$ cat src/dadda_pkg.sv
package dadda_pkg;

  // Operand and product widths
  localparam int op_width   = 16;
  localparam int prod_width = 2 * op_width;

  // Tallest column of the partial-product array
  localparam int max_height = op_width;

  localparam int num_levels = 6;

  // The matrix is 6 high after this level and gets registered there
  localparam int mid_level  = 3;

  // Target heights, one per reduction level
  localparam int dadda_heights [num_levels] = '{13, 9, 6, 4, 3, 2};

  // Row r, bit c holds the r-th dot of weight c
  typedef logic [max_height-1:0][prod_width-1:0] dot_matrix_t;

  typedef logic [1:0][prod_width-1:0] two_rows_t;

  // Number of partial products of weight c
  function automatic int column_height(int c);
    if (c < 0 || c >= prod_width) begin
      return 0;
    end
    if (c < op_width) begin
      return c + 1;
    end
    return prod_width - 1 - c;
  endfunction

endpackage

$ cat src/dadda_stage.sv
`timescale 1ns/1ps

module dadda_stage import dadda_pkg::*; #(
  parameter int in_height     = max_height,
  parameter int target_height = 13
) (
  input  dot_matrix_t dots_in,
  output dot_matrix_t dots_out
);

  // Replays the reduction from the initial array up to this level
  // kind 0 gives the incoming column height, 1 the full adders, 2 the half adders
  function automatic int col_info(int col, int kind);
    int h [prod_width];
    int carry;
    int excess;
    int fa_cnt;
    int ha_cnt;
    int res;
    res = 0;
    for (int c = 0; c < prod_width; c++) begin
      h[c] = column_height(c);
    end
    for (int l = 0; l < num_levels; l++) begin
      if (dadda_heights[l] >= in_height || dadda_heights[l] == target_height) begin
        carry = 0;
        for (int c = 0; c < prod_width; c++) begin
          excess = h[c] + carry - dadda_heights[l];
          fa_cnt = (excess > 0) ? excess / 2 : 0;
          ha_cnt = (excess > 0) ? excess % 2 : 0;
          if (dadda_heights[l] == target_height && c == col) begin
            res = (kind == 0) ? h[c] : (kind == 1) ? fa_cnt : ha_cnt;
          end
          h[c] = h[c] + carry - 2 * fa_cnt - ha_cnt;
          carry = fa_cnt + ha_cnt;
        end
      end
    end
    return res;
  endfunction

  logic [max_height-1:0] col_out   [prod_width];
  logic [max_height-1:0] carry_out [prod_width];
  logic [max_height-1:0] carry_in  [prod_width];

  for (genvar c = 0; c < prod_width; c++) begin : g_col
    localparam int h_in   = col_info(c, 0);
    localparam int n_fa   = col_info(c, 1);
    localparam int n_ha   = col_info(c, 2);
    localparam int n_cin  = col_info(c - 1, 1) + col_info(c - 1, 2);
    localparam int n_add  = n_fa + n_ha;
    localparam int n_pass = h_in - 3 * n_fa - 2 * n_ha;

    if (c == 0) begin : g_lsb
      assign carry_in[c] = '0;
    end else begin : g_upper
      assign carry_in[c] = carry_out[c-1];
    end

    // New column holds sums first, then untouched dots, then carries from below
    always_comb begin
      col_out[c]   = '0;
      carry_out[c] = '0;
      for (int k = 0; k < n_fa; k++) begin
        col_out[c][k] = dots_in[3*k][c] ^ dots_in[3*k+1][c] ^ dots_in[3*k+2][c];
        carry_out[c][k] = (dots_in[3*k][c] & dots_in[3*k+1][c]) |
                          (dots_in[3*k+2][c] & (dots_in[3*k][c] ^ dots_in[3*k+1][c]));
      end
      for (int k = 0; k < n_ha; k++) begin
        col_out[c][n_fa+k]   = dots_in[3*n_fa+2*k][c] ^ dots_in[3*n_fa+2*k+1][c];
        carry_out[c][n_fa+k] = dots_in[3*n_fa+2*k][c] & dots_in[3*n_fa+2*k+1][c];
      end
      for (int k = 0; k < n_pass; k++) begin
        col_out[c][n_add+k] = dots_in[3*n_fa+2*n_ha+k][c];
      end
      for (int k = 0; k < n_cin; k++) begin
        col_out[c][n_add+n_pass+k] = carry_in[c][k];
      end
    end
  end

  // Back from columns to rows
  always_comb begin
    for (int r = 0; r < max_height; r++) begin
      for (int c = 0; c < prod_width; c++) begin
        dots_out[r][c] = col_out[c][r];
      end
    end
  end

endmodule

$ cat src/dadda_tree.sv
`timescale 1ns/1ps

module dadda_tree import dadda_pkg::*; (
  input  logic        clk,
  input  logic        rst_n,
  input  logic        mid_load,
  input  dot_matrix_t dots,
  output two_rows_t   rows
);

  function automatic int level_in_height(int l);
    if (l == 0) begin
      return max_height;
    end
    return dadda_heights[l-1];
  endfunction

  dot_matrix_t lvl_in  [num_levels];
  dot_matrix_t lvl_out [num_levels];
  dot_matrix_t mid_q;

  //////////////////////////////
  // Reduction levels

  for (genvar l = 0; l < num_levels; l++) begin : g_level
    if (l == 0) begin : g_first
      assign lvl_in[l] = dots;
    end else if (l == mid_level) begin : g_after_reg
      assign lvl_in[l] = mid_q;
    end else begin : g_chain
      assign lvl_in[l] = lvl_out[l-1];
    end

    dadda_stage #(
      .in_height    (level_in_height(l)),
      .target_height(dadda_heights[l])
    ) i_dadda_stage (
      .dots_in (lvl_in[l]),
      .dots_out(lvl_out[l])
    );
  end

  //////////////////////////////
  // Register at the 6-high point

  always_ff @(posedge clk) begin
    if (!rst_n) begin
      mid_q <= '0;
    end else if (mid_load) begin
      mid_q <= lvl_out[mid_level-1];
    end
  end

  // Only the two lowest rows can still hold dots
  assign rows[0] = lvl_out[num_levels-1][0];
  assign rows[1] = lvl_out[num_levels-1][1];

endmodule

$ cat src/mult_16x16.sv
`timescale 1ns/1ps

module mult_16x16 import dadda_pkg::*; (
  input  logic                  clk,
  input  logic                  rst_n,
  input  logic                  in_valid,
  output logic                  in_ready,
  input  logic [op_width-1:0]   in_a,
  input  logic [op_width-1:0]   in_b,
  output logic                  out_valid,
  input  logic                  out_ready,
  output logic [prod_width-1:0] out_product
);

  // Slot 0 operands, slot 1 tree middle, slot 2 product
  logic [2:0] slot_valid;
  logic       load0;
  logic       load1;
  logic       load2;
  logic       mid_load;

  logic [op_width-1:0]   a_q;
  logic [op_width-1:0]   b_q;
  logic [prod_width-1:0] product_q;

  dot_matrix_t           pp_dots;
  two_rows_t             tree_rows;
  logic [prod_width-1:0] sum;

  //////////////////////////////
  // Slot control

  // A slot takes new data when empty or when its content moves on
  assign load2 = !slot_valid[2] || out_ready;
  assign load1 = !slot_valid[1] || load2;
  assign load0 = !slot_valid[0] || load1;

  assign in_ready = load0;
  assign mid_load = load1 && slot_valid[0];

  always_ff @(posedge clk) begin
    if (!rst_n) begin
      slot_valid <= '0;
    end else begin
      if (load0) begin
        slot_valid[0] <= in_valid;
      end
      if (load1) begin
        slot_valid[1] <= slot_valid[0];
      end
      if (load2) begin
        slot_valid[2] <= slot_valid[1];
      end
    end
  end

  //////////////////////////////
  // Datapath

  always_ff @(posedge clk) begin
    if (load0 && in_valid) begin
      a_q <= in_a;
      b_q <= in_b;
    end
  end

  pp_gen i_pp_gen (
    .a   (a_q),
    .b   (b_q),
    .dots(pp_dots)
  );

  dadda_tree i_dadda_tree (
    .clk     (clk),
    .rst_n   (rst_n),
    .mid_load(mid_load),
    .dots    (pp_dots),
    .rows    (tree_rows)
  );

  prefix_adder i_prefix_adder (
    .rows(tree_rows),
    .sum (sum)
  );

  // Held while the sink stalls
  always_ff @(posedge clk) begin
    if (load2 && slot_valid[1]) begin
      product_q <= sum;
    end
  end

  assign out_valid   = slot_valid[2];
  assign out_product = product_q;

endmodule

$ cat src/pp_gen.sv
`timescale 1ns/1ps

module pp_gen import dadda_pkg::*; (
  input  logic [op_width-1:0] a,
  input  logic [op_width-1:0] b,
  output dot_matrix_t         dots
);

  // Dot a[i]&b[j] lands in column i+j
  // Low columns stack by i, high columns by the distance of j from the top
  always_comb begin
    dots = '0;
    for (int i = 0; i < op_width; i++) begin
      for (int j = 0; j < op_width; j++) begin
        if (i + j < op_width) begin
          dots[i][i+j] = a[i] & b[j];
        end else begin
          dots[op_width-1-j][i+j] = a[i] & b[j];
        end
      end
    end
  end

endmodule

$ cat src/prefix_adder.sv
`timescale 1ns/1ps

module prefix_adder import dadda_pkg::*; (
  input  two_rows_t             rows,
  output logic [prod_width-1:0] sum
);

  localparam int ks_levels = $clog2(prod_width);

  logic [prod_width-1:0] gen  [ks_levels+1];
  logic [prod_width-1:0] prop [ks_levels+1];

  // Bitwise generate and propagate
  assign gen[0]  = rows[0] & rows[1];
  assign prop[0] = rows[0] ^ rows[1];

  //////////////////////////////
  // Kogge-Stone prefix levels

  for (genvar l = 0; l < ks_levels; l++) begin : g_level
    localparam int span = 1 << l;

    always_comb begin
      for (int i = 0; i < prod_width; i++) begin
        if (i >= span) begin
          gen[l+1][i]  = gen[l][i] | (prop[l][i] & gen[l][i-span]);
          prop[l+1][i] = prop[l][i] & prop[l][i-span];
        end else begin
          gen[l+1][i]  = gen[l][i];
          prop[l+1][i] = prop[l][i];
        end
      end
    end
  end

  // Carry into bit i is the group generate of bits i-1 down to 0
  assign sum = prop[0] ^ {gen[ks_levels][prod_width-2:0], 1'b0};

endmodule

$ cat config.mk
export PLATFORM = sky130hd
export DESIGN_NAME = mult_16x16
export DESIGN_NICKNAME = d
export VERILOG_FILES = /design/src/dadda_pkg.sv /design/src/dadda_stage.sv /design/src/dadda_tree.sv /design/src/mult_16x16.sv /design/src/pp_gen.sv /design/src/prefix_adder.sv
export SDC_FILE = /design/constraint.sdc
export NUM_CORES = 1
export LEC_CHECK = 0
export BUFFER_PORTS_ARGS = -buffer_cell sky130_fd_sc_hd__buf_2
export CAP_MARGIN = 30
export CORE_ASPECT_RATIO = 2
export CORE_MARGIN = 5
export CORE_UTILIZATION = 35
export CTS_BUF_LIST = sky130_fd_sc_hd__clkbuf_4 sky130_fd_sc_hd__clkbuf_8
export CTS_CLUSTER_SIZE = 14
export DETAILED_ROUTE_END_ITERATION = 8
export PLACE_DENSITY_LB_ADDON = 0.12
export SYNTH_ARGS = -nofsm -noshare
export SYNTH_HDL_FRONTEND = slang
export SYNTH_SLANG_ARGS = --single-unit
$ cat constraint.sdc
create_clock -name clk -period 3.5 [get_ports clk]
set_input_delay 0.175 -clock clk [delete_from_list [all_inputs] [get_ports clk]]
set_output_delay 0.175 -clock clk [all_outputs]
set_load 0.03 [all_outputs]
==> flow_summary_export.csv, run 1 <==
group,metric,value,unit
critical_path,crit_chain,"fa_1 -> inv_1 -> fa_1 -> fa_1 -> inv_1 -> ha_4 -> buf_4 -> nor2_1 -> a21o_1 -> a211o_1 -> a21oi_4 -> buf_4 -> o2bb2ai_4 -> a31oi_4 -> xnor2_1",
power_and_ir_drop,seqPwrFrac,34.7,%
floorplan,start_util,35.3,%
sta,period_needed,3.84,ns
synth,synth_seq_cells,224,
synth,synthTopCellsByCount,"nand2_1, inv_1, fa_1",
sta,tightest_slew,1.03,ns
detailed_routing,wl,47.8,mm
synth,synthArstFlopShare,0,%
cts,cts_root_buf,"clkbuf_8",
synth,synth_edf_count,64,
power_and_ir_drop,switching_share,35.5,%
synth,yosys.area.top_type,"fa_1",
critical_path,crit_family,"adder cells",
sta,finalWorstSetupSlack,-0.341,ns
floorplan,rows,109,
power_and_ir_drop,ir_drop,0.253,mV
status,status,"finished with violations",
floorplan,die_y,308,um
synth,syn_nets,1879,
detailed_routing,drt_iter0_markers,477,
job,maxCapViolations,0,
global_route,grt_pass1_vias,12817,
synth,synth-main-ff-cell,"dfxtp_1",
synth,synthCells,1602,
cts,htreeDepth,2,
power_and_ir_drop,internal-power,5810,uW
power_and_ir_drop,p_comb_share,36.9,%
floorplan,core_area,44200,sq um
floorplan,pin_count,70,
critical_path,critical_path.max_stage_delay,0.55,ns
synth,yosysMostFrequentCell,"nand2_1",
finish,design_area,19100,sq um
sta,final.period_utilization,110,%
synth,avgSynthCellArea,9.72,sq um
floorplan,die_w,159,um
critical_path,cp_num_buf_inv,4,
detailed_routing,wl_per_cell,20.2,um
sta,maxSlewHeadroom,31.4,%
finish,multi_input_area,9880,sq um
finish,regArea,5150,sq um
cts,clkSinkCount,224,
cts,numCtsBuffers,38,
sta,maxSlewViolCount,0,
detailed_routing,drc,0,
global_route,antenna_found_initial,2,
placement,port_buffers,69,
critical_path,cp_common_cell,"fa_1",
status,violations,"setup timing",
critical_path,regToRegSetupSlack,-0.34,ns
synth,synth_top_area_share,25.2,%
synth,yosysSeqAreaShare,32.9,%
global_route,grt_max_degree,97,
synth,synth_warnings,0,
placement,dp_hpwl,34.6,mm
finish,syn_to_final_growth,22.7,%
global_route,track_usage,19.5,%
cts,cts_tree,"built",
sta,finalHoldViolations,0,
critical_path,cp_slowest_cell,"fa_1",
critical_path,cp-start-kind,"register",
finish,nets,2067,
synth,synth_area_leaders,"fa_1, dfxtp_1, edfxtp_1",
power_and_ir_drop,powerDensity,471,nW/um^2
cts,clockBufferDepth,3,
sta,finalClockSkew,0.0209,ns
sta,whs,0.139,ns
critical_path,crit_arrival,4.17,ns
synth,ys_types,55,
placement,gp_congestion,0.806,
synth,syn_area,15600,sq um
finish,drive_above_1_share,21.3,%
detailed_routing,postRouteAntennaNets,0,
power_and_ir_drop,p_sw,3200,uW
detailed_routing,drt_pass1_iterations,6,
power_and_ir_drop,leakage,0.00833,uW
power_and_ir_drop,clockPowerShare,28.3,%
finish,n_fill_cell,4395,
cts,clk_pin_slew,0.07,ns
sta,rsz0062_at_grt,"yes",
detailed_routing,via_per_inst,4.89,
min_path,hold_class,"in2reg",
detailed_routing,num_vias,11604,
critical_path,crit_type,"reg2reg",
global_route,grt_overflow,0,
critical_path,endpoint_kind,"register",
global_route,grt_pass1_wl,74.3,mm
floorplan,die_area,49100,sq um
placement,dpl_cell_area,17400,sq um
sta,fmax,260,MHz
sta,setup_viol,19,
critical_path,required,3.83,ns
cts,clock_latency,0.59,ns
critical_path,cp_max_fo,3,
cell families (layout without fill, tap and decap cells):
kind of cell	count (synthesis)	in the layout	share of synthesized area, %
buffers and inverters	300	514	7.35
and+or+nand+nor	550	550	16.6
other	0	1	0
DFF	224	224	32.9
muxes	1	1	0.0643
adders and majority gates	241	241	28.8
xor gates and xnor gates	24	24	1.35
AOI/OAI and AO/OA	262	262	12.9
sequential cells by signal (all words and copies together), names as in the netlist:
name,cells
i_dadda_tree.lvl_in,157
out_product,32
a_q,16
b_q,16
slot_valid,3
what timing repair did:
action	in CTS	in global routing
hold buffers	35	0
cloned	0	0
setup endpoints to repair	23	21
hold endpoints to repair	34	0
gates resized for setup	86	27
pin swaps	74	35
setup buffers	11	10
final cells by class:
class	instances	area share [%]
clock inverters	8	0.367
repair buffers	241	9.49
diodes	1	0.0131
multi-input cells	1078	51.7
flip-flops and latches	224	27.0
clock buffers	58	3.78
well taps	555	3.63
inverters	207	4.07
layer usage:
| metal | routed length (um) | GRT usage [%] |
|---|---|---|
| met5 | 0 | 0 |
| met4 | 2310 | 8.62 |
| met3 | 1510 | 2.03 |
| met2 | 26500 | 37.7 |
| met1 | 17500 | 21.4 |
power groups by stage:
stage	registers (uW)	clock network [uW]	logic, uW
finish	3130	2550	3330
global route	3150	2750	3720
CTS	3130	2660	3280
detailed placement	3190	0	3030
global placement	3190	0	3010
floorplan	3120	0	1830
final timing paths:
kind | from | endpoint | cells past startpoint
max reg2reg | i_dadda_tree.lvl_in[1127]$_SDFFE_PN0P_ | out_product[29]$_DFFE_PP_ | 15
min | rst_n | i_dadda_tree.lvl_in[1074]$_SDFFE_PN0P_ | 2
max | i_dadda_tree.lvl_in[1127]$_SDFFE_PN0P_ | out_product[29]$_DFFE_PP_ | 15
min reg2reg | i_dadda_tree.lvl_in[1024]$_SDFFE_PN0P_ | out_product[0]$_DFFE_PP_ | 0
layout by cell type (no fill, tap or decap), types with 8 or more instances in the layout:
cell type      instances
clkbuf_8              46
ha_1                  27
buf_2                 68
and2_1               156
inv_1                194
a21o_1                17
fa_1                 190
clkbuf_4              12
buf_4                126
ha_4                  17
dlygate4sd3_1         35
nand2_1              300
nand3_1               55
a21oi_1               20
a21boi_0             126
edfxtp_1              64
buf_6                  8
o211a_1               32
a21oi_2                9
xnor2_1               11
dfxtp_1              136
dfxtp_2               24
nor2_1                12
inv_2                 13
metrics by stage:
step                utilization, %  std cells  power (uW)  setup WS (ns)  TNS [ns]
floorplan                        -       1602        4950         -0.157     -1.01
detailed placement            39.3       2258        6220         -0.839    -10.09
global placement              39.2       2257        6200         -0.831     -9.48
global route                  43.3       2372        9610         -0.467     -6.49
CTS                           42.9       2364        9070         -0.342     -4.01
finish                        43.3       2372        9010         -0.341     -4.05
No activity file was read; power rests on OpenSTA's default activity.
==> inputs of run 2 (changes only) <==
Settings changed: CORE_UTILIZATION 35 to 40.
==> flow_summary_export.csv, run 2 (same netlist as run 1, synthesis figures left out) <==
group,metric,value,unit
status,status,"finished with violations",
status,violations,"setup timing",
floorplan,die_y,289,um
placement,gp_congestion,0.873,
floorplan,rows,102,
global_route,grt_overflow,0,
finish,multi_input_area,9880,sq um
finish,finish.utilization,49.4,%
sta,maxSlewViolCount,0,
finish,syn_to_final_growth,22.6,%
finish,n_fill_cell,3678,
finish,layout_commonest_cell,"nand2_1",
floorplan,pin_count,70,
cts,clk_pin_slew,0.07,ns
sta,period_needed,3.82,ns
sta,setup_viol,19,
min_path,hold-path-cell-count,3,
finish,nets,2058,
power_and_ir_drop,total_power,9260,uW
critical_path,critical_path.max_stage_delay,0.52,ns
cts,clockBufferDepth,3,
cts,clkSinkCount,224,
sta,maxSlewHeadroom,35.8,%
floorplan,die_w,150,um
critical_path,cp_max_fo,5,
power_and_ir_drop,leakage,0.00833,uW
placement,placed_cells,2213,
critical_path,crit_family,"adder cells",
floorplan,die_area,43200,sq um
finish,regArea,5150,sq um
finish,fin_cells,2330,
sta,finalClockSkew,0.0300,ns
critical_path,endpoint_kind,"register",
detailed_routing,via_per_inst,5.02,
global_route,grt_pass1_wl,74.5,mm
sta,tightest_slew,0.963,ns
power_and_ir_drop,powerDensity,485,nW/um^2
critical_path,crit_type,"reg2reg",
cts,cts_root_buf,"clkbuf_8",
sta,fmax,262,MHz
min_path,hold_class,"in2reg",
cts,clock_latency,0.58,ns
cts,htreeDepth,2,
critical_path,cp_common_cell,"fa_1",
critical_path,cp_slowest_cell,"fa_1",
job,maxCapViolations,0,
floorplan,core_area,38700,sq um
finish,final_cell_mix,"nand2_1, inv_1, fa_1",
global_route,antenna_found_initial,2,
finish,drive_above_1_share,20.7,%
critical_path,crit_arrival,4.22,ns
cts,cts_tree,"built",
detailed_routing,postRouteAntennaNets,0,
sta,rsz0062_at_grt,"yes",
placement,dp_slack,-0.498,ns
power_and_ir_drop,ir_drop,0.264,mV
critical_path,crit_cells,13,
floorplan,start_util,40.3,%
detailed_routing,drc,0,
critical_path,cp_num_buf_inv,2,
critical_path,cp-start-kind,"register",
critical_path,required,3.89,ns
sta,finalHoldViolations,0,
sta,final.period_utilization,109,%
finish,largest_reg_flops,157,
detailed_routing,num_vias,11688,
global_route,grt_pass1_vias,12920,
sta,finalWorstSetupSlack,-0.323,ns
detailed_routing,wl,47.7,mm
global_route,grt_max_degree,92,
cts,numCtsBuffers,37,
detailed_routing,drt_pass1_iterations,5,
placement,dp_hpwl,34.2,mm
global_route,track_usage,22.7,%
detailed_routing,drt_iter0_markers,547,
critical_path,r2r_cells,13,
detailed_routing,wl_per_cell,20.5,um
critical_path,crit_chain,"fa_1 -> inv_1 -> fa_1 -> fa_1 -> inv_2 -> ha_4 -> nor2_1 -> a21o_1 -> a211o_1 -> a21oi_4 -> a21oi_4 -> o2111a_1 -> a311oi_2",
placement,port_buffers,69,
[run 2: cell count changes in the layout (fill, tap and decap cells not counted), sizes merged]
| cell | before | now |
|---|---|---|
| buf | 206 | 200 |
| bufinv | 1 | 4 |
| clkbuf | 58 | 54 |
| dlygate4sd3 | 35 | 33 |
| inv | 207 | 209 |
[run 2: report_power, final]
group / leakage, uW / internal, uW / total, uW / switching, uW
Sequential: 0.00192 / 2890 / 3130 / 236
Clock: 0.000453 / 1600 / 2780 / 1180
Combinational: 0.00595 / 1520 / 3350 / 1830
Total: 0.00833 / 6010 / 9260 / 3250
[run 2: worst register-to-register path, stage by stage, from the launching register on]
cell and delay, ns:
dfxtp_2 0.34, fa_1 0.52, inv_1 0.05, fa_1 0.50, fa_1 0.51, inv_2 0.05, ha_4 0.29, nor2_1 0.05
a21o_1 0.17, a211o_1 0.31, a21oi_4 0.23, a21oi_4 0.12, o2111a_1 0.27, a311oi_2 0.23
[run 2: cell type report]
type	count	area share [%]
inverter	207	4.07
clock buffer	54	3.70
timing repair buffer	233	9.24
antenna	1	0.0131
tap	520	3.41
clock inverter	13	0.891
sequential	224	27.0
multi-input combinational	1078	51.7
[run 2: final timing paths]
path | start | to | slack [ns]
setup / recovery | i_dadda_tree.lvl_in[1128]$_SDFFE_PN0P_ | out_product[23]$_DFFE_PP_ | -0.32
hold / removal | out_ready | slot_valid[2]$_SDFFE_PN0P_ | 0.04
setup reg to reg | i_dadda_tree.lvl_in[1128]$_SDFFE_PN0P_ | out_product[23]$_DFFE_PP_ | -0.32
hold reg to reg | i_dadda_tree.lvl_in[1024]$_SDFFE_PN0P_ | out_product[0]$_DFFE_PP_ | 0.44
[run 2: repair_timing]
action | CTS | global route
setup buffers | 6 | 13
setup endpoints to repair | 21 | 21
hold buffers | 33 | 0
resized for setup | 64 | 46
pin swaps | 26 | 66
hold endpoints to repair | 33 | 0
[run 2: stage by stage]
| stage | TNS [ns] | instance area (sq um) | hold WS (ns) |
|---|---|---|---|
| final | -3.64 | 19100 | 0.0419 |
| after global routing | -6.10 | 19100 | 0.0423 |
| after CTS | -4.50 | 18800 | 0.0106 |
| after detailed placement | -6.67 | 17200 | 0.353 |
| after global placement | -6.27 | 17200 | 0.352 |
| after floorplan | -1.01 | 15700 | 0.274 |
[run 2: per-layer routing]
layer  global-route usage [%]  vias up  wire length (um)  part of all wire, %
met3                     2.30      118              1620                  3.4
met4                     9.53        0              2170                  4.5
met5                        0        -                 0                    0
li1                         -     5421                 -                    -
met1                     24.7     5886             17000                   36
met2                     44.0      263             26900                   56
